**src/rtl/ahb_cache_consts.svh**
```systemverilog
`ifndef AHB_CACHE_CONSTS_SVH
`define AHB_CACHE_CONSTS_SVH

// bus widths
`define ADDR_W 32
`define DATA_W 32

// words per cache line, 16 bytes
`define LINE_WORDS 4

// register map on the 2-bit config address
`define REG_CTRL   2'd0
`define REG_HITS   2'd1
`define REG_MISSES 2'd2

`endif

```
**src/rtl/ahb_cache_pkg.sv**
```systemverilog
`include "ahb_cache_consts.svh"

package ahb_cache_pkg;

    typedef enum logic [1:0] {
        IDLE   = 2'b00,
        BUSY   = 2'b01,
        NONSEQ = 2'b10,
        SEQ    = 2'b11
    } htrans_t;

    // only WRAP4 goes out on the memory side
    typedef enum logic [2:0] {
        SINGLE = 3'b000,
        INCR   = 3'b001,
        WRAP4  = 3'b010
    } hburst_t;

    // one captured upstream read, held through its data phase
    typedef struct packed {
        logic               valid;
        logic [`ADDR_W-1:0] addr;
    } lookup_req_t;

    typedef struct packed {
        logic               start;
        logic [`ADDR_W-1:0] addr;
    } refill_req_t;

    // word 0 sits in the low bits
    typedef struct packed {
        logic                           done;
        logic [`DATA_W*`LINE_WORDS-1:0] line;
    } refill_rsp_t;

    typedef struct packed {
        logic enable;
        logic flush;
    } cache_cfg_t;

    typedef struct packed {
        logic hit;
        logic miss;
    } cache_event_t;

endpackage

```
**src/rtl/cache_ctrl_regs.sv**
```systemverilog
`timescale 1ns/1ps
`include "ahb_cache_consts.svh"

module cache_ctrl_regs (
    input  logic                        upstream_intf,
    input  logic                        rst_n,
    input  logic                        cfg_wr,
    input  logic [1:0]                  cfg_addr,
    input  logic [`DATA_W-1:0]          cfg_wdata,
    output logic [`DATA_W-1:0]          cfg_rdata,
    input  ahb_cache_pkg::cache_event_t events,
    output ahb_cache_pkg::cache_cfg_t   cfg
);

    logic               enable_q;
    logic               flush_q;
    logic [`DATA_W-1:0] hit_cnt;
    logic [`DATA_W-1:0] miss_cnt;
    logic               wr_ctrl;
    logic               wr_hits;
    logic               wr_misses;

    assign wr_ctrl   = cfg_wr && (cfg_addr == `REG_CTRL);
    assign wr_hits   = cfg_wr && (cfg_addr == `REG_HITS);
    assign wr_misses = cfg_wr && (cfg_addr == `REG_MISSES);

    // bit 0 enable, bit 1 flush
    always_ff @(posedge upstream_intf or negedge rst_n) begin
        if (!rst_n) begin
            enable_q <= 1'b1;
            flush_q  <= 1'b0;
        end else begin
            flush_q <= wr_ctrl && cfg_wdata[1];
            if (wr_ctrl) begin
                enable_q <= cfg_wdata[0];
            end
        end
    end

    // counters wrap, a write clears
    always_ff @(posedge upstream_intf or negedge rst_n) begin
        if (!rst_n) begin
            hit_cnt  <= '0;
            miss_cnt <= '0;
        end else begin
            if (wr_hits) begin
                hit_cnt <= '0;
            end else if (events.hit) begin
                hit_cnt <= hit_cnt + 1'b1;
            end
            if (wr_misses) begin
                miss_cnt <= '0;
            end else if (events.miss) begin
                miss_cnt <= miss_cnt + 1'b1;
            end
        end
    end

    always_comb begin
        case (cfg_addr)
            `REG_CTRL:   cfg_rdata = {{(`DATA_W-1){1'b0}}, enable_q};
            `REG_HITS:   cfg_rdata = hit_cnt;
            `REG_MISSES: cfg_rdata = miss_cnt;
            default:     cfg_rdata = '0;
        endcase
    end

    assign cfg.enable = enable_q;
    assign cfg.flush  = flush_q;

endmodule

```
**config.mk**
```make
export PLATFORM = sky130hd
export DESIGN_NAME = cache_ctrl_regs
export DESIGN_NICKNAME = d
export VERILOG_FILES = /design/src/rtl/ahb_cache_pkg.sv /design/src/rtl/cache_ctrl_regs.sv
export VERILOG_INCLUDE_DIRS = /design/src /design/src/rtl
export SDC_FILE = /design/constraint.sdc
export NUM_CORES = 1
export LEC_CHECK = 0
export BUFFER_PORTS_ARGS = -buffer_cell sky130_fd_sc_hd__buf_2
export CORE_ASPECT_RATIO = 0.75
export CORE_MARGIN = 4
export CORE_UTILIZATION = 40
export DETAILED_ROUTE_END_ITERATION = 6
export SYNTH_ARGS = -nofsm -noshare
export SYNTH_HDL_FRONTEND = slang
export SYNTH_SLANG_ARGS = --single-unit
```
**constraint.sdc**
```tcl
create_clock -name upstream_intf -period 2.2 [get_ports upstream_intf]
set_input_delay 0.22 -clock upstream_intf [delete_from_list [all_inputs] [get_ports upstream_intf]]
set_output_delay 0.22 -clock upstream_intf [all_outputs]
set_load 0.02 [all_outputs]
```
==> run metrics <==
HPWL after detailed placement 7623 µm; crit path launch type register; Die Span X about 120 µm; metal2 WL 5132 µm; status complete, no violations; Max-Cap Viols 0; largest net degree at the start of global routing 43; Storage cell area between 1500 and 2000 µm²; WS Path Type reg2reg; crit path max fanout 20; metal1 wirelength between 5000 and 6000 µm; Core Area 9619 µm²; grt ovf 0; Max clock buf depth 2; layout cell share with drive strength beyond 1 20.65%; htree depth 3; Ant. Diodes 0; Top Layer Used met4; Critical Path Sink Type register; I/O pin total 73; WP buf/inv 0; number of max-slew violations in the final report 0; Lkg Pwr roughly 0.0021 µW; Largest stage delay, worst path about 0.7 ns; f_max approximately 480 MHz; Seq/Total Area, Yosys approximately 42%; TritonCTS buffer count 9; Reg clk slew, reported paths 0.05 ns; die height between 90 and 100 µm; synth unique cells 35; initial antenna violation count 0; Die ar. 11,470 µm²; global-route usage over all layers about 20%; critical-path cell list nand4_2, or4_4, or4_1, a21oi_1; Remaining DRCs 0; cell count after synthesis between 400 and 500; Initial Utilization between 40% and 50%; Ys Warns 0; Yosys reg bits 66; Post-layout nets between 500 and 600; number of global-route vias before repair 3,411; vias per inst around 5.9; global-route wire length before repair around 18,000 µm; Final Critical Period between 2 and 2.5 ns; wire length per cell between 15 and 20 µm; total negative slack 0 ns; initial drt markers approximately 280; DR WL met3 about 380 µm; WP data required roughly 2.5 ns; number of nets with antenna violations after routing 0; Top FF cell, synth dfrtp_1; clk_lat worst skew ~0.33 ns; Least-Margin Pin Slew 0.7580 ns; # rows 31; number of flops mapped to enable cells by yosys 0; Fillers roughly 920; hold path cells 2; clk sink count 66; via count ~3,700; share of flip-flops with an asynchronous set or reset 100.0%; Final Core Density 49.73%; CTS tree yes; CP Depth 4; Worst Skew approximately 0.004 ns; Area Overhead vs Synth 21.95%; DRT Wirelength between 10,000 and 15,000 µm; final hold violations 0; Syn Area/Cell slightly above 9 µm²; unrepaired setup endpoints after global routing false; power per cell area about 710 nW/µm²; Worst Path Arrival between 2 and 2.5 ns; gp weighted congestion 0.8230; R2R cell count 4; CTS root buf clkbuf_16; post-route clock period utilization a little over nine tenths; iteration count of the initial detailed-routing pass 5; Crit path max-delay family simple AND/OR/NAND/NOR gates; port bufs 42; area of the multi-input gates ~2100 µm²; maximum VDD drop a little under 0.7 mV; Synth Cell Area around 3900 µm²; Min-Delay Path Class in2reg; final setup vio count 0; Critical Path Slowest Stage Cell or4_4; post-CTS setup repair buffer count 0; Max-slew headroom about half; Synth Net Count 468
[path summary, 6_finish.rpt]
check | to | slack (ns) | from
max | miss_cnt[24]$_DFFE_PN0P_ | 0.12 | miss_cnt[11]$_DFFE_PN0P_
min | flush_q$_DFF_PN0_ | 0.1 | cfg_wdata[1]
max reg2reg | miss_cnt[24]$_DFFE_PN0P_ | 0.12 | miss_cnt[11]$_DFFE_PN0P_
min reg2reg | miss_cnt[31]$_DFFE_PN0P_ | 0.55 | miss_cnt[31]$_DFFE_PN0P_
max in group asynchronous | miss_cnt[16]$_DFFE_PN0P_ | 1.10 | rst_n
min in group asynchronous | hit_cnt[0]$_DFFE_PN0P_ | 0.44 | rst_n
[metrics by stage]
| stage | hold WS, ns | setup slack [ns] | std cells | area [µm²] | power, µW |
|---|---|---|---|---|---|
| after floorplan | -0.07559 | 0.2638 | 427 | 3923 | 1672 |
| after global placement | 0.2767 | 0.1952 | 604 | 4454 | 1864 |
| after detailed placement | 0.2772 | 0.1457 | 604 | 4454 | 1880 |
| after CTS | 0.08950 | 0.1034 | 621 | 4782 | 3410 |
| after global routing | 0.09556 | 0.01321 | 621 | 4783 | 3529 |
| final | 0.09606 | 0.1249 | 621 | 4783 | 3384 |
[registers in the layout (all words and copies together) (netlist names)]
register	count
miss_cnt	32
flush_q	1
enable_q	1
hit_cnt	32
[area by class of cell]
cell class	instances	share of cell area (%)
Clock buffer	15	6.016
Inverter	6	0.4708
Timing Repair Buffer	78	10.62
Tap cell	132	3.453
Clock inverter	1	0.6278
Multi-Input combinational cell	323	44.23
Sequential cell	66	34.58
[placed cells by master (no fill, tap or decap), types with 9 or more instances in the layout]
cell type and instances:
nand3_1 19, clkbuf_16 9, buf_2 42, buf_4 33, nand2_1 30, a22o_1 31
xor2_1 16, dfrtp_1 64, nor2_1 26, and4_1 11, nand4_1 23, and3_1 11
o31ai_1 29, a21oi_1 35, or4_1 36
[metal layers]
layer	GRT usage, %	vias up
li1	-	1757
met1	28.19	1850
met2	30.45	60
met3	4.455	14
met4	6.431	0
met5	0	-
[kinds of logic (layout without fill, tap and decap cells)]
logic type | Yosys count | count (layout) | synth area share (%)
AOI/OAI and AO/OA | 107 | 107 | 18.79
DFF | 66 | 66 | 42.14
adders and majority gates | 2 | 2 | 0.6379
muxes | 6 | 6 | 1.563
and+or+nand+nor | 185 | 185 | 27.69
xor gates and xnor gates | 23 | 23 | 5.135
buffers and inverters | 38 | 100 | 4.051
[power breakdown]
group	internal (µW)	switching, µW	leakage (µW)
clock	1000	517	0.000156
sequential	1290	95.5	0.000907
combinational	186	290	0.00101
[repair_timing]
item / in CTS / in global routing
hold buffers: 1 / 0
endpoints found under the setup margin: 0 / 2
gates resized for setup: 0 / 1
endpoints found under the hold margin: 23 / 0
[Yosys cell counts (4+ instances only)]
| cell type | number | area, µm² |
|---|---|---|
| nand4_1 | 23 | 143.9 |
| a21oi_1 | 35 | 175.2 |
| nand2_1 | 30 | 112.6 |
| xnor2_1 | 7 | 61.31 |
| or4_1 | 36 | 270.3 |
| and3_1 | 11 | 68.82 |
| o31ai_1 | 29 | 217.7 |
| inv_1 | 6 | 22.52 |
| o21ai_0 | 8 | 40.04 |
| or3_1 | 6 | 37.54 |
| xor2_1 | 16 | 140.1 |
| and2_1 | 7 | 43.79 |
| and4_1 | 11 | 96.34 |
| nand3_1 | 19 | 95.09 |
| clkbuf_1 | 28 | 105.1 |
| nor2_1 | 26 | 97.59 |
| a22o_1 | 31 | 271.5 |
| nor4_1 | 4 | 25.02 |
| mux2i_1 | 5 | 50.05 |
| dfrtp_1 | 65 | 1627 |
No activity file was read; power rests on OpenSTA's default activity.
