<file path="src/rtl/ahb_cache_consts.svh">
`ifndef AHB_CACHE_CONSTS_SVH
`define AHB_CACHE_CONSTS_SVH

// bus widths
`define ADDR_W 32
`define DATA_W 32

// words per cache line, 16 bytes
`define LINE_WORDS 4

// register map on the 2-bit config address
`define REG_CTRL   2'd0
`define REG_HITS   2'd1
`define REG_MISSES 2'd2

`endif

</file>
<file path="src/rtl/ahb_cache_pkg.sv">
`include "ahb_cache_consts.svh"

package ahb_cache_pkg;

    typedef enum logic [1:0] {
        IDLE   = 2'b00,
        BUSY   = 2'b01,
        NONSEQ = 2'b10,
        SEQ    = 2'b11
    } htrans_t;

    // only WRAP4 goes out on the memory side
    typedef enum logic [2:0] {
        SINGLE = 3'b000,
        INCR   = 3'b001,
        WRAP4  = 3'b010
    } hburst_t;

    // one captured upstream read, held through its data phase
    typedef struct packed {
        logic               valid;
        logic [`ADDR_W-1:0] addr;
    } lookup_req_t;

    typedef struct packed {
        logic               start;
        logic [`ADDR_W-1:0] addr;
    } refill_req_t;

    // word 0 sits in the low bits
    typedef struct packed {
        logic                           done;
        logic [`DATA_W*`LINE_WORDS-1:0] line;
    } refill_rsp_t;

    typedef struct packed {
        logic enable;
        logic flush;
    } cache_cfg_t;

    typedef struct packed {
        logic hit;
        logic miss;
    } cache_event_t;

endpackage

</file>
<file path="src/rtl/ahb_addr_phase.sv">
`timescale 1ns/1ps
`include "ahb_cache_consts.svh"

module ahb_addr_phase (
    input  logic                       upstream_intf,
    input  logic                       rst_n,
    input  logic [`ADDR_W-1:0]         haddr,
    input  ahb_cache_pkg::htrans_t     htrans,
    input  logic                       hwrite,
    input  logic                       hready,
    output ahb_cache_pkg::lookup_req_t req
);

    import ahb_cache_pkg::*;

    logic active_xfer;
    logic accept_rd;

    assign active_xfer = (htrans == NONSEQ) || (htrans == SEQ);

    // writes are accepted too, but leave nothing for the data phase
    assign accept_rd = hready && active_xfer && !hwrite;

    always_ff @(posedge upstream_intf or negedge rst_n) begin
        if (!rst_n) begin
            req.valid <= 1'b0;
        end else if (hready) begin
            req.valid <= accept_rd;
        end
    end

    // address held while the data phase is stalled
    always_ff @(posedge upstream_intf or negedge rst_n) begin
        if (!rst_n) begin
            req.addr <= '0;
        end else if (accept_rd) begin
            req.addr <= haddr;
        end
    end

endmodule

</file>
<file path="config.mk">
export PLATFORM = sky130hd
export DESIGN_NAME = ahb_addr_phase
export DESIGN_NICKNAME = d
export VERILOG_FILES = /design/src/rtl/ahb_cache_pkg.sv /design/src/rtl/ahb_addr_phase.sv
export VERILOG_INCLUDE_DIRS = /design/src /design/src/rtl
export SDC_FILE = /design/constraint.sdc
export NUM_CORES = 1
export LEC_CHECK = 0
export ABC_AREA = 1
export BUFFER_PORTS_ARGS = -buffer_cell sky130_fd_sc_hd__buf_2
export CELL_PAD_IN_SITES_DETAIL_PLACEMENT = 1
export CELL_PAD_IN_SITES_GLOBAL_PLACEMENT = 1
export CORE_ASPECT_RATIO = 1.1
export CORE_MARGIN = 2
export CORE_UTILIZATION = 34
export DETAILED_ROUTE_END_ITERATION = 8
export PLACE_DENSITY = 0.94
export SLEW_MARGIN = 25
export SYNTH_ARGS = -nofsm -noshare
export SYNTH_HDL_FRONTEND = slang
export SYNTH_SLANG_ARGS = --single-unit
</file>
<file path="constraint.sdc">
create_clock -name upstream_intf -period 1.37 [get_ports upstream_intf]
set_input_delay 0.0685 -clock upstream_intf [delete_from_list [all_inputs] [get_ports upstream_intf]]
set_output_delay 0.0685 -clock upstream_intf [all_outputs]
set_load 0.005 [all_outputs]
</file>
==> results of run 1 <==
==> area by class of cell <==
class | count | area (um2)
clock buffers | 7 | 86.3
fillers | 502 | 2130
inverters | 2 | 7.51
multi-input cells | 98 | 463
flip-flops and latches | 33 | 826
well taps | 52 | 65.1
repair buffers | 74 | 385
==> cells by family after synthesis <==
kind of cell	synth area share, %
AO/OA/AOI/OAI	0.359
flip-flops	59.3
buffers and inverters	7.46
AND/OR/NAND/NOR	32.9
==> metal layers <==
metal	GRT usage, %	vias up	wire length, um
met3	4.45	5	216
li1	-	623	-
met4	6.94	0	42
met5	0	-	0
met1	21.0	623	1480
met2	30.4	42	1920
==> cell usage in the layout (no fill, tap or decap) <==
| cell | instances |
|---|---|
| clkbuf_1 | 1 |
| o21ai_0 | 1 |
| nand3_4 | 1 |
| nand4_1 | 32 |
| nand2_1 | 64 |
| clkbuf_8 | 6 |
| inv_1 | 1 |
| buf_2 | 69 |
| inv_2 | 1 |
| dfrtp_1 | 33 |
| dlygate4sd3_1 | 1 |
| buf_4 | 4 |
==> power groups by stage <==
stage | combinational, uW | clock, uW | sequential, uW
global route | 517 | 803 | 1220
floorplan | 184 | 0 | 1240
detailed placement | 460 | 0 | 1230
global placement | 439 | 0 | 1220
CTS | 462 | 751 | 1210
finish | 449 | 724 | 1210
==> stage by stage <==
step / instance area, um2 / total power, uW / util [%]
finish: 1830 / 2380 / 46.2
global route: 1830 / 2540 / 46.2
CTS: 1830 / 2420 / 46.2
detailed placement: 1740 / 1680 / 43.8
global placement: 1740 / 1660 / 43.8
floorplan: 1390 / 1420 / -
==> worst paths after layout <==
check / endpoint / cells after the start
worst max-delay path: req[7] / 1
worst min-delay path: req[9]$_DFFE_PN0P_ / 3
worst max register to register: req[26]$_DFFE_PN0P_ / 2
worst min register to register: req[16]$_DFFE_PN0P_ / 2
max in group asynchronous: req[16]$_DFFE_PN0P_ / 2
min in group asynchronous: req[15]$_DFFE_PN0P_ / 2
==> summary.md, run 1 <==
| Metric | Value |
|---|---|
| Outcome | `complete, no violations` |
| Clock Path Buffers | `2` |
| CP required | `1.30 ns` |
| Global Route Usage Sum | `17.6%` |
| Startpoint Class | `flop` |
| Synth Instances | `147` |
| Slowest CP cell | `dfrtp_1` |
| Final Max Tran Viols | `0` |
| Maximum VDD drop | `0.000565 V` |
| CTS tree | `built` |
| Pre-CTS WS | `0.299 ns` |
| Shortest period the worst path allows | `0.864 ns` |
| Switching share of total power | `27.1%` |
| Worst Setup SP | `req[7]$_DFFE_PN0P_` |
| Area grow syn2layout | `31.6%` |
| Post_cts resized | `0` |
| Sequential Power Share | `50.7%` |
| Reg clk slew, reported paths | `0.07 ns` |
| Clk pwr share | `30.4%` |
| Pin count of the biggest net entering global routing | `34` |
| Cell area after synthesis | `1390 um2` |
| Core area | `3960 um2` |
| Class of the worst hold path | `in2reg` |
| Cell row count | `24` |
| Final setup fails | `0` |
| Placed cells | `258` |
| Cts bufs inserted | `5` |
| Cell taking the most area after synthesis | `dfrtp_1` |
| Antenna viol nets, final | `0` |
| Max-slew headroom | `51.8%` |
| # diodes | `0` |
| Die W | `65.0 um` |
| YS warnings | `0` |
| Top cell type's share of synthesized area | `59.3%` |
| EDFF count, synth | `0` |
| Post-DP HPWL | `2540 um` |
| Cell chain of the critical path | `buf_2` |
| Synth unique cells | `10` |
| Critical path buffer and inverter count | `1` |
| Power share of the combinational group | `18.9%` |
| Critical path arrival | `0.80 ns` |
| Hold Fails Final Rpt | `0` |
| Wire length per cell | `13.8 um` |
| Final worst slack | `0.506 ns` |
| Power per cell area | `1300 nW/um2` |
| Root buffer cell | `clkbuf_8` |
| Initial DRC Count | `33` |
| Slew @ Worst Pin | `0.723 ns` |
| Ratio of cells with drive above 1 in the final layout | `37.9%` |
| Flop-to-flop setup slack | `0.73 ns` |
| Global-route wire length before repair | `6250 um` |
| Period utilization | `63.1%` |
| Biggest register | `req` |
| Hold_sp | `haddr[9]` |
| Initial Util | `35.1%` |
| Buffers on Ports | `69` |
| Via count | `1,293` |
| Fin Hold WS | `0.0439 ns` |
| Die Height | `71.1 um` |
| Setup repair bufs after CTS | `0` |
| Switching power | `644 uW` |
| RSZ-0062 raised after global routing | `false` |
| Most frequent cell after synthesis | `nand2_1` |
| NumNets Final | `252` |
| Largest cells by area after synthesis | `dfrtp_1 59%, nand2_1 17%, nand4_1 14%` |
| Gpl congestion | `0.674` |
| Crit path max fanout | `2` |
| Max Fclk | `1.16 GHz` |
| Top-Level Pins | `71` |
| Vias in the first global route | `1,349` |
| Syn_area_per_cell | `9.47 um2` |
| Residual DRC | `0` |
| Gr ovfl total | `0` |
| Commonest cells post-synth | `64 x nand2_1, 33 x dfrtp_1, 32 x nand4_1` |
| Drt via density | `4.86` |
| Pre-Repair DR Iteration Count | `4` |
| Top_reg_cell synth | `dfrtp_1` |
| Leak | `0.00105 uW` |
| Final cell count without fillers | `266` |
| Pint | `1730 uW` |
| Max_cap viols | `0` |
| Hold_buf cts | `1` |
| Clk sink count | `33` |
| Syn Nets | `185` |
| Routed WL | `3660 um` |
| Crit path max-delay family | `flip-flops` |
| Total die area | `4620 um2` |
| Largest stage delay, worst path | `0.38 ns` |
| Worst-skew pair later-pin latency | `0.27 ns` |
| Largest register FFs | `33` |
| Final TNS setup | `0 ns` |
| H-Tree Depth | `2` |
| Ys async rst share | `100%` |
| Setup crit end kind | `primary output` |
| Biggest registers after layout | `req x33` |
| Initial antenna violation count | `0` |
| Crit Reg-Reg Startpoint | `req[26]$_DFFE_PN0P_` |
| Clk_skew | `0 ns` |
| WS Path Type | `reg2out` |
| Register area share after synthesis | `59.3%` |
| Post-synthesis register bit count | `33` |
(Power assumes the default switching activity.)
==> inputs of run 2 (changes only) <==
CORE_UTILIZATION = 32   (was 34)
PLACE_DENSITY = 0.9   (was 0.94)
clock period = 0.8 ns   (was 1.37 ns; I/O delays follow)
==> run 2 against run 1 <==
The run now ends with setup timing left. Clock-buffer cell count is 1 higher. Sequential power rose by 70%. Die area rose by 5.9%. Hold slack lost 0.027 ns. Critical path type unchanged. Largest power group unchanged.
==> summary.md, run 2 (synthesized netlist as in run 1, its figures left out) <==
| Metric | Value |
|---|---|
| Outcome | `complete, but fails checks` |
| Failing checks | `setup timing` |
| Leak | `0.00115 uW` |
| Cell area after layout | `2010 um2` |
| Gr ovfl total | `0` |
| Die W | `66.9 um` |
| Most frequent cells in the layout | `69 x buf_2, 64 x nand2_1, 33 x dfrtp_1` |
| Die Height | `73.2 um` |
| # diodes | `0` |
| Pin count of the biggest net entering global routing | `34` |
| Worst-skew pair later-pin latency | `0.27 ns` |
| Cell row count | `25` |
| Maximum VDD drop | `0.000761 V` |
| Startpoint Class | `flop` |
| WS Path Type | `reg2out` |
| Period utilization | `105%` |
| CTS tree | `built` |
| Routed WL | `4170 um` |
| Hold Fails Final Rpt | `0` |
| Core area | `4250 um2` |
| Largest register FFs | `33` |
| Commonest non-fill, non-tap cell in the layout | `buf_2` |
| Max-slew headroom | `86.9%` |
| Cts bufs inserted | `5` |
| Util after Layout | `47.2%` |
| Residual DRC | `0` |
| Top-Level Pins | `71` |
| PnR Total Power | `4250 uW` |
| Final cell count without fillers | `288` |
| Final setup fails | `33` |
| Total die area | `4900 um2` |
| Crit path max fanout | `2` |
| Shortest period the worst path allows | `0.837 ns` |
| Post-DP HPWL | `2860 um` |
| Clk_skew | `0 ns` |
| Biggest registers after layout | `req x33` |
| Slew @ Worst Pin | `0.197 ns` |
| Via count | `1,410` |
| Drt via density | `4.90` |
| Root buffer cell | `clkbuf_8` |
| NumNets Final | `271` |
| Gpl congestion | `0.756` |
| Buffers on Ports | `69` |
| Final Max Tran Viols | `0` |
| Clk sink count | `33` |
| Global-route wire length before repair | `6550 um` |
| Max Fclk | `1.19 GHz` |
| Ratio of cells with drive above 1 in the final layout | `42.3%` |
| Initial antenna violation count | `0` |
| Final worst slack | `-0.0370 ns` |
| Class of the worst hold path | `in2reg` |
| CP required | `0.76 ns` |
| Clock Path Buffers | `2` |
| Wire length per cell | `14.5 um` |
| Biggest register | `req` |
| Global Route Usage Sum | `17.7%` |
| Placed cells | `264` |
| Area grow syn2layout | `44.3%` |
| Crit path max-delay family | `flip-flops` |
| Slowest CP cell | `dfrtp_1` |
| RSZ-0062 raised after global routing | `true` |
| Cell chain of the critical path | `buf_2` |
| Pre-Repair DR Iteration Count | `4` |
| H-Tree Depth | `2` |
| Reg clk slew, reported paths | `0.07 ns` |
| Vias in the first global route | `1,453` |
| Largest stage delay, worst path | `0.39 ns` |
| Initial DRC Count | `109` |
| Final TNS setup | `-0.664 ns` |
| Power per cell area | `2110 nW/um2` |
| Setup crit end kind | `primary output` |
| Critical path arrival | `0.80 ns` |
| Max_cap viols | `0` |
| Critical path buffer and inverter count | `1` |
| Initial Util | `32.7%` |
| Antenna viol nets, final | `0` |
| Placed instance area | `1810 um2` |
-- run 2: cell count changes in the layout (fill, tap and decap cells not counted) --
| cell | delta |
|---|---|
| clkbuf_1 | +2 |
| buf_12 | +3 |
| buf_4 | +16 |
| clkbuf_8 | -1 |
-- run 2: through the flow --
step                worst slack (ns)  hold slack (ns)
finish                       -0.0370           0.0171
global route                 -0.0651           0.0174
detailed placement            0.0224           0.0170
CTS                          -0.0501          0.00801
floorplan                      0.187           -0.256
global placement              0.0515           0.0105
-- run 2: worst min-delay path, stage by stage --
cell     delay [ns]
buf_2          0.09
nand4_1        0.07
nand2_1        0.05
-- run 2: path summary, 6_finish.rpt --
kind | slack (ns) | depth (start not counted) | end | start
setup / recovery | -0.04 | 1 | req[19] | req[19]$_DFFE_PN0P_
setup reg to reg | 0.07 | 3 | req[12]$_DFFE_PN0P_ | req[12]$_DFFE_PN0P_
min in group asynchronous | 0.25 | 3 | req[31]$_DFFE_PN0P_ | rst_n
hold / removal | 0.02 | 3 | req[0]$_DFFE_PN0P_ | haddr[0]
hold reg to reg | 0.47 | 2 | req[16]$_DFFE_PN0P_ | req[16]$_DFFE_PN0P_
max in group asynchronous | 0.36 | 3 | req[2]$_DFFE_PN0P_ | rst_n
-- run 2: per-layer routing --
layer	wire, um	global-route usage [%]	up-vias
met1	1640	19.0	703
met3	167	3.55	4
li1	-	-	666
met2	2310	34.0	37
met5	0	0	-
met4	51	6.12	0
-- run 2: final cells by class --
cell class / instances / area, um2
multi-input combinational: 98 / 463
sequential: 33 / 826
inverter: 2 / 7.51
timing repair buffer: 93 / 566
tap: 54 / 67.6
fill: 540 / 2240
clock buffer: 8 / 80.1
-- run 2: power breakdown --
part | switching, uW | internal (uW)
clock | 563 | 618
combinational | 472 | 530
sequential | 133 | 1930
-- run 2: repair_timing --
item	CTS	global route
gates cloned	0	0
setup buffers	11	4
hold buffers	1	0
endpoints found under the setup margin	33	33
hold endpoints to repair	33	0
gates resized for setup	0	0
pin swaps	0	0
==> inputs of run 3 (changes only) <==
GPL_TIMING_DRIVEN = 0   (was unset)
SLEW_MARGIN = 20   (was 25)
==> run 3 against run 2 <==
The run ends with hold timing, setup timing left. Clock-buffer cell count down 1. Register-to-register slack about the same. Clock power up 4%. Hold slack worse by 0.19 ns. Critical path depth unchanged. Clock skew unchanged. Sequential power about the same. Critical path type unchanged.
==> summary.md, run 3 (synthesized netlist as in run 1, its figures left out) <==
| Metric | Value |
|---|---|
| Final worst slack | `-0.0396 ns` |
| Period utilization | `105%` |
| Residual DRC | `0` |
| Largest stage delay, worst path | `0.39 ns` |
| Initial Util | `32.7%` |
| Footprint of the multi-input gates | `465 um2` |
| GR Util met1 | `21.3%` |
| Slowest CP cell | `dfrtp_1` |
| Final cell count without fillers | `288` |
| Class of the worst hold path | `in2async` |
| Initial DRC Count | `118` |
| Worst-skew pair later-pin latency | `0.28 ns` |
| Flop-to-flop setup slack | `0.06 ns` |
| Commonest non-fill, non-tap cell in the layout | `buf_2` |
| Final setup fails | `33` |
| Global-route wire length before repair | `6440 um` |
| Reg clk slew, reported paths | `0.07 ns` |
| Cell row count | `25` |
| Setup crit end kind | `primary output` |
| Util after Layout | `46.6%` |
| Final Max Tran Viols | `0` |
| Drt via density | `4.72` |
| Core area | `4250 um2` |
| Cts bufs inserted | `5` |
| CTS tree | `built` |
| Initial antenna violation count | `0` |
| # diodes | `0` |
| Gpl congestion | `0.772` |
| Ratio of cells with drive above 1 in the final layout | `44.0%` |
| Hold Fails Final Rpt | `33` |
| Shortest period the worst path allows | `0.840 ns` |
| Maximum VDD drop | `0.00103 V` |
| Max Fclk | `1.19 GHz` |
| Cell chain of the critical path | `buf_2` |
| Outcome | `complete, but fails checks` |
| Biggest register | `req` |
| Top-Level Pins | `71` |
| Pin count of the biggest net entering global routing | `34` |
| Critical path arrival | `0.80 ns` |
| Max_cap viols | `0` |
| Most frequent cells in the layout | `75 x buf_2, 63 x nand2_1, 33 x dfrtp_1` |
| NumNets Final | `272` |
| CP required | `0.76 ns` |
| H-Tree Depth | `2` |
| Clock Path Buffers | `2` |
| Fin Hold WS | `-0.171 ns` |
| Area grow syn2layout | `42.3%` |
| Wire length per cell | `14.1 um` |
| M2 GR Usage | `31.1%` |
| Reg2Reg Depth | `3` |
| Die W | `66.9 um` |
| Critical path buffer and inverter count | `1` |
| Reg2reg end | `req[24]$_DFFE_PN0P_` |
| Crit Reg-Reg Startpoint | `req[24]$_DFFE_PN0P_` |
| Leak | `0.00115 uW` |
| Placed cells | `268` |
| Clk sink count | `33` |
| Clk_skew | `0 ns` |
| Failing checks | `hold timing, setup timing` |
| Post-DP HPWL | `2830 um` |
| Worst Setup SP | `req[24]$_DFFE_PN0P_` |
| Vias in the first global route | `1,323` |
| Total die area | `4900 um2` |
| Largest register FFs | `33` |
| Global Route Usage Sum | `17.8%` |
| Startpoint Class | `flop` |
| Pre-Repair DR Iteration Count | `6` |
| Fillers | `543` |
| Die Height | `73.2 um` |
| GRT busiest layer | `met2` |
| Slew @ Worst Pin | `0.738 ns` |
| Crit path max-delay family | `flip-flops` |
| Biggest registers after layout | `req x33` |
| Gr ovfl total | `0` |
| Pre-CTS WS | `-0.00449 ns` |
| Routed WL | `4050 um` |
| Buffers on Ports | `67` |
| Crit path max fanout | `2` |
| RSZ-0062 raised after global routing | `true` |
| Power per cell area | `2150 nW/um2` |
| WS Path Type | `reg2out` |
| Register area | `826 um2` |
| Antenna viol nets, final | `0` |
| Root buffer cell | `clkbuf_8` |
| M3 GR Usage | `4.17%` |
| Max-slew headroom | `50.8%` |
| Via count | `1,360` |
## run 3: cell types whose count changed in the layout (fill, tap and decap cells not counted), sizes merged
cell         change
clkbuf           -1
buf              +2
dlygate4sd3      -1
## run 3: timing repair
action                     CTS  global route
hold endpoints to repair    33            33
pin swaps                    0             1
setup endpoints to repair   33            34
buffers inserted             8             5
resized for setup            0             1
## run 3: worst max-delay path by stage
| stage | to | slack, ns | cells after the start |
|---|---|---|---|
| after floorplan | req[0]$_DFFE_PN0P_ | 0.19 | 5 |
| after global placement | req[4]$_DFFE_PN0P_ | 0.02 | 6 |
| after detailed placement | req[23]$_DFFE_PN0P_ | -0.004 | 6 |
| after CTS | req[2] | -0.05 | 1 |
| after global routing | req[18] | -0.07 | 1 |
| final | req[24] | -0.04 | 1 |
## run 3: final cells by class
class	instances	share of cell area, %
sequential	33	41.7
multi-input combinational	98	23.5
timing repair buffer	80	21.8
buffer	14	4.86
clock buffer	7	4.36
tap	54	3.41
inverter	2	0.379
## run 3: report_power, final
part / internal, uW / switching [uW]
sequential: 1930 / 129
combinational: 499 / 471
clock: 682 / 553
total: 3110 / 1150
## run 3: routing by layer
| layer | routed length [um] | part of all wire [%] | up-vias |
|---|---|---|---|
| met5 | 0 | 0 | - |
| met4 | 45 | 1.1 | 0 |
| met3 | 199 | 4.9 | 4 |
| met2 | 2110 | 52 | 40 |
| met1 | 1690 | 42 | 647 |
| li1 | - | - | 669 |
## run 3: stage by stage
| step | total power, uW | TNS (ns) | hold slack (ns) | cell area [um2] |
|---|---|---|---|---|
| after floorplan | 2430 | 0 | -0.256 | 1390 |
| after global routing | 4550 | -1.79 | -0.118 | 1980 |
| after global placement | 2870 | 0 | 0.142 | 1800 |
| after detailed placement | 2920 | -0.00449 | 0.165 | 1800 |
| after CTS | 4270 | -1.04 | -0.148 | 1940 |
| final | 4260 | -0.637 | -0.171 | 1980 |
