[src/rtl/ahb_cache_consts.svh]
`ifndef AHB_CACHE_CONSTS_SVH
`define AHB_CACHE_CONSTS_SVH

// bus widths
`define ADDR_W 32
`define DATA_W 32

// words per cache line, 16 bytes
`define LINE_WORDS 4

// register map on the 2-bit config address
`define REG_CTRL   2'd0
`define REG_HITS   2'd1
`define REG_MISSES 2'd2

`endif

[src/rtl/ahb_cache_pkg.sv]
`include "ahb_cache_consts.svh"

package ahb_cache_pkg;

    typedef enum logic [1:0] {
        IDLE   = 2'b00,
        BUSY   = 2'b01,
        NONSEQ = 2'b10,
        SEQ    = 2'b11
    } htrans_t;

    // only WRAP4 goes out on the memory side
    typedef enum logic [2:0] {
        SINGLE = 3'b000,
        INCR   = 3'b001,
        WRAP4  = 3'b010
    } hburst_t;

    // one captured upstream read, held through its data phase
    typedef struct packed {
        logic               valid;
        logic [`ADDR_W-1:0] addr;
    } lookup_req_t;

    typedef struct packed {
        logic               start;
        logic [`ADDR_W-1:0] addr;
    } refill_req_t;

    // word 0 sits in the low bits
    typedef struct packed {
        logic                           done;
        logic [`DATA_W*`LINE_WORDS-1:0] line;
    } refill_rsp_t;

    typedef struct packed {
        logic enable;
        logic flush;
    } cache_cfg_t;

    typedef struct packed {
        logic hit;
        logic miss;
    } cache_event_t;

endpackage

[src/rtl/line_refill.sv]
`timescale 1ns/1ps
`include "ahb_cache_consts.svh"

module line_refill (
    input  logic                       upstream_intf,
    input  logic                       rst_n,
    input  ahb_cache_pkg::refill_req_t req,
    output logic [`ADDR_W-1:0]         haddr_m,
    output ahb_cache_pkg::htrans_t     htrans_m,
    output ahb_cache_pkg::hburst_t     hburst_m,
    input  logic                       hready_m,
    input  logic [`DATA_W-1:0]         hrdata_m,
    output ahb_cache_pkg::refill_rsp_t rsp
);

    import ahb_cache_pkg::*;

    localparam int OFF_W  = $clog2(`LINE_WORDS);
    localparam int LINE_W = `DATA_W * `LINE_WORDS;

    logic [OFF_W-1:0]  beat;
    logic              last_beat;
    logic              addr_accept;
    logic              data_take;

    // data phase state, one beat behind the address
    logic              dph_valid;
    logic              dph_last;
    logic [OFF_W-1:0]  dph_off;

    logic [LINE_W-1:0] line_buf;
    logic              done_q;

    assign last_beat   = (beat == OFF_W'(`LINE_WORDS - 1));
    assign addr_accept = hready_m && (htrans_m != IDLE);
    assign data_take   = hready_m && dph_valid;

    assign hburst_m = (htrans_m == IDLE) ? SINGLE : WRAP4;

    always_ff @(posedge upstream_intf or negedge rst_n) begin
        if (!rst_n) begin
            htrans_m <= IDLE;
            haddr_m  <= '0;
            beat     <= '0;
        end else if (req.start) begin
            htrans_m <= NONSEQ;
            haddr_m  <= req.addr;
            beat     <= '0;
        end else if (addr_accept) begin
            if (last_beat) begin
                htrans_m <= IDLE;
            end else begin
                htrans_m <= SEQ;
                // only the word offset moves, so the address wraps in the line
                haddr_m[2 +: OFF_W] <= haddr_m[2 +: OFF_W] + 1'b1;
                beat <= beat + 1'b1;
            end
        end
    end

    always_ff @(posedge upstream_intf or negedge rst_n) begin
        if (!rst_n) begin
            dph_valid <= 1'b0;
            dph_last  <= 1'b0;
            dph_off   <= '0;
            done_q    <= 1'b0;
        end else begin
            if (hready_m) begin
                dph_valid <= addr_accept;
                dph_last  <= last_beat;
                dph_off   <= haddr_m[2 +: OFF_W];
            end
            done_q <= data_take && dph_last;
        end
    end

    always_ff @(posedge upstream_intf) begin
        if (data_take) begin
            line_buf[dph_off*`DATA_W +: `DATA_W] <= hrdata_m;
        end
    end

    assign rsp.done = done_q;
    assign rsp.line = line_buf;

endmodule

[config.mk]
export PLATFORM = sky130hd
export DESIGN_NAME = line_refill
export DESIGN_NICKNAME = d
export VERILOG_FILES = /design/src/rtl/ahb_cache_pkg.sv /design/src/rtl/line_refill.sv
export VERILOG_INCLUDE_DIRS = /design/src /design/src/rtl
export SDC_FILE = /design/constraint.sdc
export NUM_CORES = 1
export LEC_CHECK = 0
export BUFFER_PORTS_ARGS = -buffer_cell sky130_fd_sc_hd__buf_2
export CAP_MARGIN = 20
export CORE_UTILIZATION = 45
export CTS_BUF_LIST = sky130_fd_sc_hd__clkbuf_8
export DETAILED_ROUTE_END_ITERATION = 6
export GPL_ROUTABILITY_DRIVEN = 0
export GPL_TIMING_DRIVEN = 1
export PLACE_DENSITY = 0.74
export SYNTH_ARGS = -nofsm -noshare
export SYNTH_HDL_FRONTEND = slang
export SYNTH_SLANG_ARGS = --single-unit
export TNS_END_PERCENT = 5
[constraint.sdc]
create_clock -name upstream_intf -period 4.9 [get_ports upstream_intf]
set_input_delay 0.49 -clock upstream_intf [delete_from_list [all_inputs] [get_ports upstream_intf]]
set_output_delay 0.49 -clock upstream_intf [all_outputs]
set_load 0.02 [all_outputs]
==> out/metrics.cfg, run 1 <==
[critical_path]
cp_cell_sequence = inv_1 > ha_1 > nand2_2 > nor3_4 > and2_1
critPathMaxStageDelay_ps = 760
cp.buffers_inverters = 1
startpoint_type = register
path_delay_family = simple AND/OR/NAND/NOR gates
critPathCaptureType = register
crit_type = reg -> reg
required_ps = 5210
critPathSlowestCell = nor3_4
cp_max_fo = 32
critical_path_arrival_ps = 2710

[die]
core_sq_mm = 0.0140
dieArea_sq_mm = 0.0149
start_util_pct = 46.4
row_count = 43
ioPinCount = 234
die_w_microns = 122
die_height_microns = 122

[pwr]
vdd_drop_max_uv = 198
clock_power_share_pct = 31.8
power_density_mw_per_mm2 = 373
internal_power_uw = 2240
power_frac_seq_pct = 54.9
power.share.switching_pct = 26.6
p_leak_uw = 0.00362
design_power_total_uw = 3050
power.share.combinational_pct = 13.3
power_switching_uw = 811

[synth]
ys_warn_count = 0
seq_area_frac_synth_pct = 75.1
yosys.area.top_type = edfxtp_1
synth_cell_type_count = 29
synth_area_sq_mm = 0.00649
synth_ff_type = edfxtp_1
synth_seq_cells = 169
synth_area_per_cell_sq_um = 16.2
synth_edf_count = 128
synth_top_area_share_pct = 59.2
syn_inst = 401
yosys-top-cells-area = edfxtp_1 (59%), dfrtp_1 (16%), and2_1 (12%)
ys_async_sr_fraction_pct = 24.3

[clocking]
path_clk_slew_ps = 80
cts_sinks = 169
htreeDepth = 4
postCtsSetupBuffers = 0
root_buffer = clkbuf_8
ctsResizeCount = 0
cts_inserted_buffers = 17
clock_path_buffers = 2
holdBufCountCts = 0
cts_tree = built
insertion_delay_ps = 450

[grt]
grt_pass1_vias = 4053
grt_usage_pct = 19.5
antenna_found_initial = 0
grt_start_max_net_pins = 42
grt_pass1_wl_microns = 21200
grt-ovfl-total = 0

[routing]
wl_microns = 14200
route.detailed.drc = 0
wire_per_inst_microns = 17.1
viasPerCell = 4.91
num_vias = 4066
drt_iter0_drc = 296
drtAntennaViolNets = 0
drt_first_pass_iters = 5

[placement]
dp_hpwl_microns = 9730
io_buffers = 231

[finish]
area_delta_synth_final_pct = 25.9
fillers = 1131
antenna_cells = 0
drive_gt1_share_pct = 46.6
final_util_pct = 58.4
fin_nets = 709

[sta]
timing.setup.tns_ps = 0
slew_violations = 0
skew_ps = 7.16
finalSetupViolCount = 0
hold_viol_final = 0
fmax_mhz = 416
fin_crit_sh_pct = 49.0
worstMarginPinSlew_ps = 977
period_minus_slack_ps = 2400
rsz0062_at_grt = no
relSlewSlack_pct = 34.6

[outcome]
status = finished, final reports clean

[run]
max-cap-violations = 0

[min_path]
worstHoldPathType = in -> async

[worst paths after layout]
kind	from	to	slack (ps)	depth (start not counted)
worst max register to register	dph_off[0]	line_buf[24]	2500	5
worst min-delay path	rst_n	haddr_m[24]	150	1
worst max-delay path	dph_off[0]	line_buf[24]	2500	5
worst min register to register	haddr_m[28]	haddr_m[28]	510	1
max in group asynchronous	rst_n	dph_off[0]	4190	1
min in group upstream_intf	req[22]	haddr_m[22]	260	2
[sequential cells by signal, indices dropped and copies added (netlist names)]
signal     cells
dph_off        2
htrans_m       2
dph_valid      1
beat           2
dph_last       1
done_q         1
line_buf     128
haddr_m       32
[cells in the mapped netlist, types with 4 or more instances]
library cell / instances
nor2_1: 4
mux2_2: 31
inv_1: 6
dfrtp_1: 41
edfxtp_1: 128
ha_1: 6
and3_1: 5
a21oi_1: 5
o21ai_0: 5
and2_1: 128
nand2_1: 6
clkbuf_1: 8
[cell families (layout without fill, tap and decap cells)]
kind of cell | Yosys count | in the layout | share of synthesized area (%)
AO/OA/AOI/OAI | 13 | 13 | 1.08
multiplexers | 31 | 31 | 5.38
buffers and inverters | 24 | 270 | 1.99
flip-flops | 169 | 169 | 75.1
AND/OR/NAND/NOR | 157 | 157 | 15.3
adder cells (fa/ha/maj) | 6 | 6 | 1.16
other | 1 | 2 | 0.0578
[placed cells by master (no fill, tap or decap), drive strengths merged, types with 2 or more instances in the layout]
cell type and instances:
a21oi 5, a31oi 2, and2 128, and3 5, buf 232, bufinv 2, clkbuf 17, clkinv 7
clkinvlp 2, conb 2, dfrtp 41, edfxtp 128, ha 6, inv 10, mux2 31, nand2 7
nand2b 2, nand3 2, nor2 6, nor3 3, o21ai 5
[metal layers]
metal,vias to the layer above,track usage [%],routed length [microns]
met5,-,0,0
met4,0,7.77,194
met3,13,6.60,1310
met2,216,33.2,6990
met1,1976,22.4,5690
li1,1861,-,-
[power by group through the flow]
stage / registers, uW / clock network [uW] / logic (uW)
after global placement: 1700 / 0 / 399
after CTS: 1670 / 986 / 413
after floorplan: 1790 / 0 / 164
after global routing: 1680 / 1030 / 440
after detailed placement: 1700 / 0 / 413
final: 1670 / 969 / 405
[per-stage QoR]
stage | worst slack (ps) | instances | hold slack, ps | cell area [sq um]
after floorplan | 2600 | 402 | 194 | 6490
after global placement | 2630 | 796 | 483 | 7780
after detailed placement | 2480 | 796 | 489 | 7780
after CTS | 2450 | 828 | 166 | 8170
after global routing | 2300 | 828 | 205 | 8170
final | 2500 | 828 | 155 | 8170
[cell type report]
cell class                 instances  area (sq um)  share of cell area, %
sequential                       169          4870                   59.6
multi-input combinational        209          1500                   18.3
clock buffer                      17           234                   2.87
inverter                           6          22.5                  0.276
tap                              180           225                   2.76
timing repair buffer             232          1160                   14.3
clock inverter                    15           153                   1.87
[worst reg2reg max path, cell delays in order (launching register included)]
cell,delay (ps)
dfrtp_1,500
inv_1,180
ha_1,450
nand2_2,120
nor3_4,760
and2_1,250
(Power assumes the default switching activity.)
==> run 2: changes to the inputs <==
--- a/config.mk
+++ b/config.mk
@@ -6,6 +6,7 @@
 export SDC_FILE = /design/constraint.sdc
 export NUM_CORES = 1
 export LEC_CHECK = 0
+export ABC_AREA = 1
 export BUFFER_PORTS_ARGS = -buffer_cell sky130_fd_sc_hd__buf_2
 export CAP_MARGIN = 20
 export CORE_UTILIZATION = 45
@@ -13,7 +14,7 @@
 export DETAILED_ROUTE_END_ITERATION = 6
 export GPL_ROUTABILITY_DRIVEN = 0
 export GPL_TIMING_DRIVEN = 1
-export PLACE_DENSITY = 0.74
+export PLACE_DENSITY = 0.76
 export SYNTH_ARGS = -nofsm -noshare
 export SYNTH_HDL_FRONTEND = slang
 export SYNTH_SLANG_ARGS = --single-unit
==> constraint.sdc (replaced) <==
create_clock -name upstream_intf -period 2.14 [get_ports upstream_intf]
set_input_delay 0.214 -clock upstream_intf [delete_from_list [all_inputs] [get_ports upstream_intf]]
set_output_delay 0.214 -clock upstream_intf [all_outputs]
set_load 0.02 [all_outputs]
==> out/metrics.cfg, run 2 <==
[pwr]
power_density_mw_per_mm2 = 857
power_frac_seq_pct = 51.5
power.share.combinational_pct = 18.9
internal_power_uw = 5280
power.share.switching_pct = 29.6
vdd_drop_max_uv = 503
p_leak_uw = 0.00387
clock_power_share_pct = 29.6
power_switching_uw = 2220

[grt]
grt_usage_pct = 22.5
grt_pass1_vias = 4857
grt_use_met2_pct = 39.7
antenna_found_initial = 3
met1_usage_pct = 25.2
grt-ovfl-total = 0
grt.busiest_layer = met2
grt_start_max_net_pins = 42
met3_usage_pct = 7.52
grt_pass1_wl_microns = 25900

[sta]
hold_viol_final = 0
relSlewSlack_pct = 40.6
fmax_mhz = 559
fin_crit_sh_pct = 83.5
finalSetupViolCount = 0
worstMarginPinSlew_ps = 890
slew_violations = 0
rsz0062_at_grt = no
skew_ps = 8.74
period_minus_slack_ps = 1790

[placement]
placed_cells = 952
dpl-instance-area_sq_mm = 0.00805
dp_hpwl_microns = 11400
io_buffers = 231

[routing]
viasPerCell = 4.79
drtAntennaViolNets = 0
wire_per_inst_microns = 16.5
drt_first_pass_iters = 4
wl_microns = 16800
route.detailed.drc = 0
drt_iter0_drc = 348
num_vias = 4873

[clocking]
cts_inserted_buffers = 17
htreeDepth = 4
postCtsSetupBuffers = 0
cts_sinks = 169
holdBufCountCts = 31
ctsResizeCount = 0
clock_path_buffers = 2
insertion_delay_ps = 450
root_buffer = clkbuf_8
cts_tree = built
path_clk_slew_ps = 90

[die]
die_w_microns = 124
ioPinCount = 234
dieArea_sq_mm = 0.0154
core_sq_mm = 0.0146
die_height_microns = 124
start_util_pct = 46.1
row_count = 44

[synth]
synth_edf_count = 128
seq_area_frac_synth_pct = 72.4
yosys.area.top_type = edfxtp_1
synth_cell_type_count = 23
ys_warn_count = 0
synthAdderAreaFrac_pct = 1.12
synth_top_area_share_pct = 57.1
synth_seq_cells = 169
synth_common_cells = nand2_1 (144), edfxtp_1 (128), nor2_1 (103)
yosys-mux-area-fraction_pct = 0
synthSimpleGateAreaFrac_pct = 19.8
synth_top_family_by_area = simple AND/OR/NAND/NOR gates
synth_area_per_cell_sq_um = 12.1
synth_compound_area_share_pct = 0.558
yosysMostFrequentCell = nand2_1
syn_inst = 555
yosys-top-cells-area = edfxtp_1 (57%), dfrtp_1 (15%), nand2_1 (8.0%)
synth_xor_area_share_pct = 0
synth_ff_type = edfxtp_1
synth_area_sq_mm = 0.00673
ys_async_sr_fraction_pct = 24.3

[finish]
reg_top3 = line_buf: 128 flops, haddr_m: 32 flops
instances_no_fill = 1018
fin_nets = 892
final_common_cell = buf_2
area_delta_synth_final_pct = 30.1
largest_register_ffs = 128
top_register = line_buf
fin_area_sq_mm = 0.00876
final_cell_mix = buf_2 (231), nand2_1 (144), edfxtp_1 (128)
drive_gt1_share_pct = 38.4
final_util_pct = 60.0

[run]
max-cap-violations = 0

[critical_path]
crit_type = reg -> reg
cp_max_fo = 32
r2r_end = line_buf[69]
critPathCaptureType = register
required_ps = 2430
startpoint_type = register
rr_startpoint = dph_off[0]
regToRegSetupSlack_ps = 350
cp_cell_sequence = inv_6 > ha_1 > inv_2 > nor2_4 > nand3_4 > nor2_1
ff2ff_path_depth = 6
critical_path_arrival_ps = 2080
critPathSlowestCell = dfrtp_1
critPathMaxStageDelay_ps = 490

[min_path]
worstHoldStart = hready_m
min_to = htrans_m[0]
hold_depth = 2
worstHoldPathType = in -> reg

[outcome]
status = finished, final reports clean

==> run 2: kinds of logic after synthesis <==
logic type               after synthesis
AND/OR/NAND/NOR                      293
flip-flops                           169
buffers and inverters                 79
AO/OA/AOI/OAI                          7
adder cells (fa/ha/maj)                6
other                                  1
==> run 2: how the worst max path moves through the flow <==
stage / cells past startpoint / end / startpoint
after floorplan: 4 / line_buf[32] / dph_off[1]
after global placement: 6 / line_buf[86] / dph_off[0]
after CTS: 6 / line_buf[69] / dph_off[0]
after detailed placement: 6 / line_buf[69] / dph_off[0]
after global routing: 5 / line_buf[82] / dph_off[0]
final: 6 / line_buf[69] / dph_off[0]
==> run 2: worst max-delay path: cells and delay by family (launching register included) <==
kind / cells / cell delay, ps
buf+inv: 2 / 140
fa+ha+maj: 1 / 300
flops: 1 / 490
simple gates: 3 / 670
==> run 2: routing by layer <==
metal / vias to the layer above / routed length (microns)
met1: 2344 / 6460
met4: 0 / 359
met3: 22 / 1240
met5: - / 0
li1: 2312 / -
met2: 195 / 8760
==> run 2: through the flow <==
step,total power (uW),hold slack [ps],TNS (ps),setup WS [ps]
finish,7500,49.9,0,352
global route,7840,40.6,0,211
CTS,7550,20.8,0,300
detailed placement,5320,384,0,328
global placement,5300,384,0,443
floorplan,4870,-81.6,-16990,-293
==> run 2: cell type report <==
cell class,instances,area (sq um)
Antenna cell,3,7.51
Clock buffer,19,262
Clock inverter,13,129
Fill cell,1149,5830
Inverter,49,189
Multi-Input combinational cell,308,1470
Sequential cell,169,4870
Tap cell,184,230
Timing Repair Buffer,273,1600
==> run 2: power groups by stage <==
| stage | logic, uW | clock network [uW] | registers (uW) |
|---|---|---|---|
| 6_report | 1420 | 2220 | 3870 |
| 5_1_grt | 1540 | 2410 | 3890 |
| 4_1_cts | 1430 | 2250 | 3870 |
| 3_5_place_dp | 1390 | 0 | 3940 |
| 3_3_place_gp | 1360 | 0 | 3930 |
| 2_1_floorplan | 716 | 0 | 4160 |
==> run 3: changes to the inputs <==
--- a/config.mk
+++ b/config.mk
@@ -6,7 +6,7 @@
 export SDC_FILE = /design/constraint.sdc
 export NUM_CORES = 1
 export LEC_CHECK = 0
-export ABC_AREA = 1
+export ABC_AREA = 0
 export BUFFER_PORTS_ARGS = -buffer_cell sky130_fd_sc_hd__buf_2
 export CAP_MARGIN = 20
 export CORE_UTILIZATION = 45
@@ -14,7 +14,7 @@
 export DETAILED_ROUTE_END_ITERATION = 6
 export GPL_ROUTABILITY_DRIVEN = 0
 export GPL_TIMING_DRIVEN = 1
-export PLACE_DENSITY = 0.76
+export PLACE_DENSITY = 0.74
 export SYNTH_ARGS = -nofsm -noshare
 export SYNTH_HDL_FRONTEND = slang
 export SYNTH_SLANG_ARGS = --single-unit
==> constraint.sdc (replaced) <==
create_clock -name upstream_intf -period 1.8 [get_ports upstream_intf]
set_input_delay 0.18 -clock upstream_intf [delete_from_list [all_inputs] [get_ports upstream_intf]]
set_output_delay 0.18 -clock upstream_intf [all_outputs]
set_load 0.02 [all_outputs]
==> out/metrics.cfg, run 3 (synthesis gave the netlist of run 1 again) <==
[sta]
relSlewSlack_pct = 49.1
fin_crit_sh_pct = 101
fmax_mhz = 552
slew_violations = 0
finalSetupViolCount = 15
finalWorstSetupSlack_ps = -10.9
worstMarginPinSlew_ps = 764
whs_ps = 36.0
period_minus_slack_ps = 1810
hold_viol_final = 0
rsz0062_at_grt = yes
timing.setup.tns_ps = -133
skew_ps = 11.1

[clocking]
clock_path_buffers = 2
insertion_delay_ps = 450
root_buffer = clkbuf_8
htreeDepth = 4
cts_tree = built
path_clk_slew_ps = 90
cts_sinks = 169
cts_inserted_buffers = 17

[critical_path]
critical_path_arrival_ps = 1950
cp_max_fo = 15
critPathCaptureType = register
cp.buffers_inverters = 2
critPathMaxStageDelay_ps = 450
crit_type = reg -> reg
cp_cell_sequence = inv_1 > ha_2 > and3_4 > buf_4
critPathSlowestCell = ha_2
path_delay_family = adder cells
required_ps = 1940
startpoint_type = register

[die]
die_w_microns = 122
die_height_microns = 122
dieArea_sq_mm = 0.0149
core_sq_mm = 0.0140
ioPinCount = 234
start_util_pct = 46.4
row_count = 43

[grt]
grt_usage_pct = 22.3
antenna_found_initial = 0
grt-ovfl-total = 0
grt_pass1_vias = 4452
grt_pass1_wl_microns = 24000
grt_start_max_net_pins = 42
met1_usage_pct = 26.8
grt.busiest_layer = met2
met3_usage_pct = 6.93
grt_use_met2_pct = 37.9

[routing]
viasPerCell = 4.94
drt_iter0_drc = 243
wl_microns = 16100
drtAntennaViolNets = 0
wire_per_inst_microns = 18.3
drt_first_pass_iters = 4
num_vias = 4344
route.detailed.drc = 0

[finish]
top_register = line_buf
area_delta_synth_final_pct = 34.7
final_cell_mix = buf_2 (231), and2_1 (128), edfxtp_1 (128)
antenna_cells = 0
seqCellArea_sq_mm = 0.00487
fin_nets = 760
reg_top3 = line_buf: 128 flops, haddr_m: 32 flops
multi_input_area_sq_mm = 0.00153
largest_register_ffs = 128
fillers = 1061
drive_gt1_share_pct = 46.4
final_common_cell = buf_2

[run]
max-cap-violations = 0

[min_path]
worstHoldPathType = in -> reg

[pwr]
power_density_mw_per_mm2 = 973
vdd_drop_max_uv = 525
p_leak_uw = 0.00387

[outcome]
status = complete, but fails checks
violations = setup timing

[placement]
dp_hpwl_microns = 10300
pre_cts_slack_ps = -65.3
io_buffers = 231

run 3: cell count changes in the layout (fill, tap and decap cells not counted), sizes merged, moves of 29 or more:
cell / change
nand2: -140
nor3: -29
inv: -42
and2: +128
mux2: +31
nor2: -100
run 3: layout make-up:
type / instances / share of cell area [%]
clock inverters: 15 / 1.70
multi-input cells: 211 / 17.5
clock buffers: 17 / 2.68
repair buffers: 281 / 19.5
inverters: 6 / 0.258
well taps: 180 / 2.58
flip-flops and latches: 169 / 55.7
run 3: path summary, 6_finish.rpt:
kind / startpoint / to / slack, ps / cells after the start
worst max register to register: dph_off[1] / line_buf[18] / -10 / 4
worst min register to register: dph_last / dph_last / 510 / 1
worst max-delay path: dph_off[1] / line_buf[18] / -10 / 4
worst min-delay path: hrdata_m[3] / line_buf[67] / 40 / 2
max in group asynchronous: rst_n / haddr_m[18] / 1090 / 3
min in group asynchronous: rst_n / haddr_m[24] / 340 / 3
run 3: worst register-to-register path, cell delays in order, from the launching register on:
cell,delay (ps)
dfrtp_1,380
inv_1,130
ha_2,450
and3_4,280
buf_4,270
run 3: routing by layer:
| metal | up-vias | share of wire, % |
|---|---|---|
| met1 | 2125 | 40 |
| li1 | 1970 | - |
| met2 | 226 | 50 |
| met5 | - | 0 |
| met4 | 0 | 1.5 |
| met3 | 23 | 8.6 |
run 3: timing repair:
action | in CTS | in global routing
buffers inserted | 1 | 1
pin swaps | 3 | 2
endpoints found under the hold margin | 73 | 0
setup endpoints to repair | 42 | 102
resized for setup | 3 | 2
hold buffers | 33 | 0
gates cloned | 1 | 1
run 3: per-stage QoR:
step / area (sq um) / utilization [%] / total power [uW] / instances
detailed placement: 7950 / 56.8 / 5830 / 810
global placement: 7950 / 56.8 / 5790 / 810
finish: 8740 / 62.5 / 8500 / 879
floorplan: 6500 / - / 5320 / 402
global route: 8740 / 62.5 / 8850 / 879
CTS: 8700 / 62.2 / 8520 / 877
run 3: power by group:
group / leakage (uW) / switching [uW] / internal [uW]
sequential: 0.00177 / 89.1 / 4460
clock: 0.000194 / 1400 / 1230
combinational: 0.00191 / 793 / 532
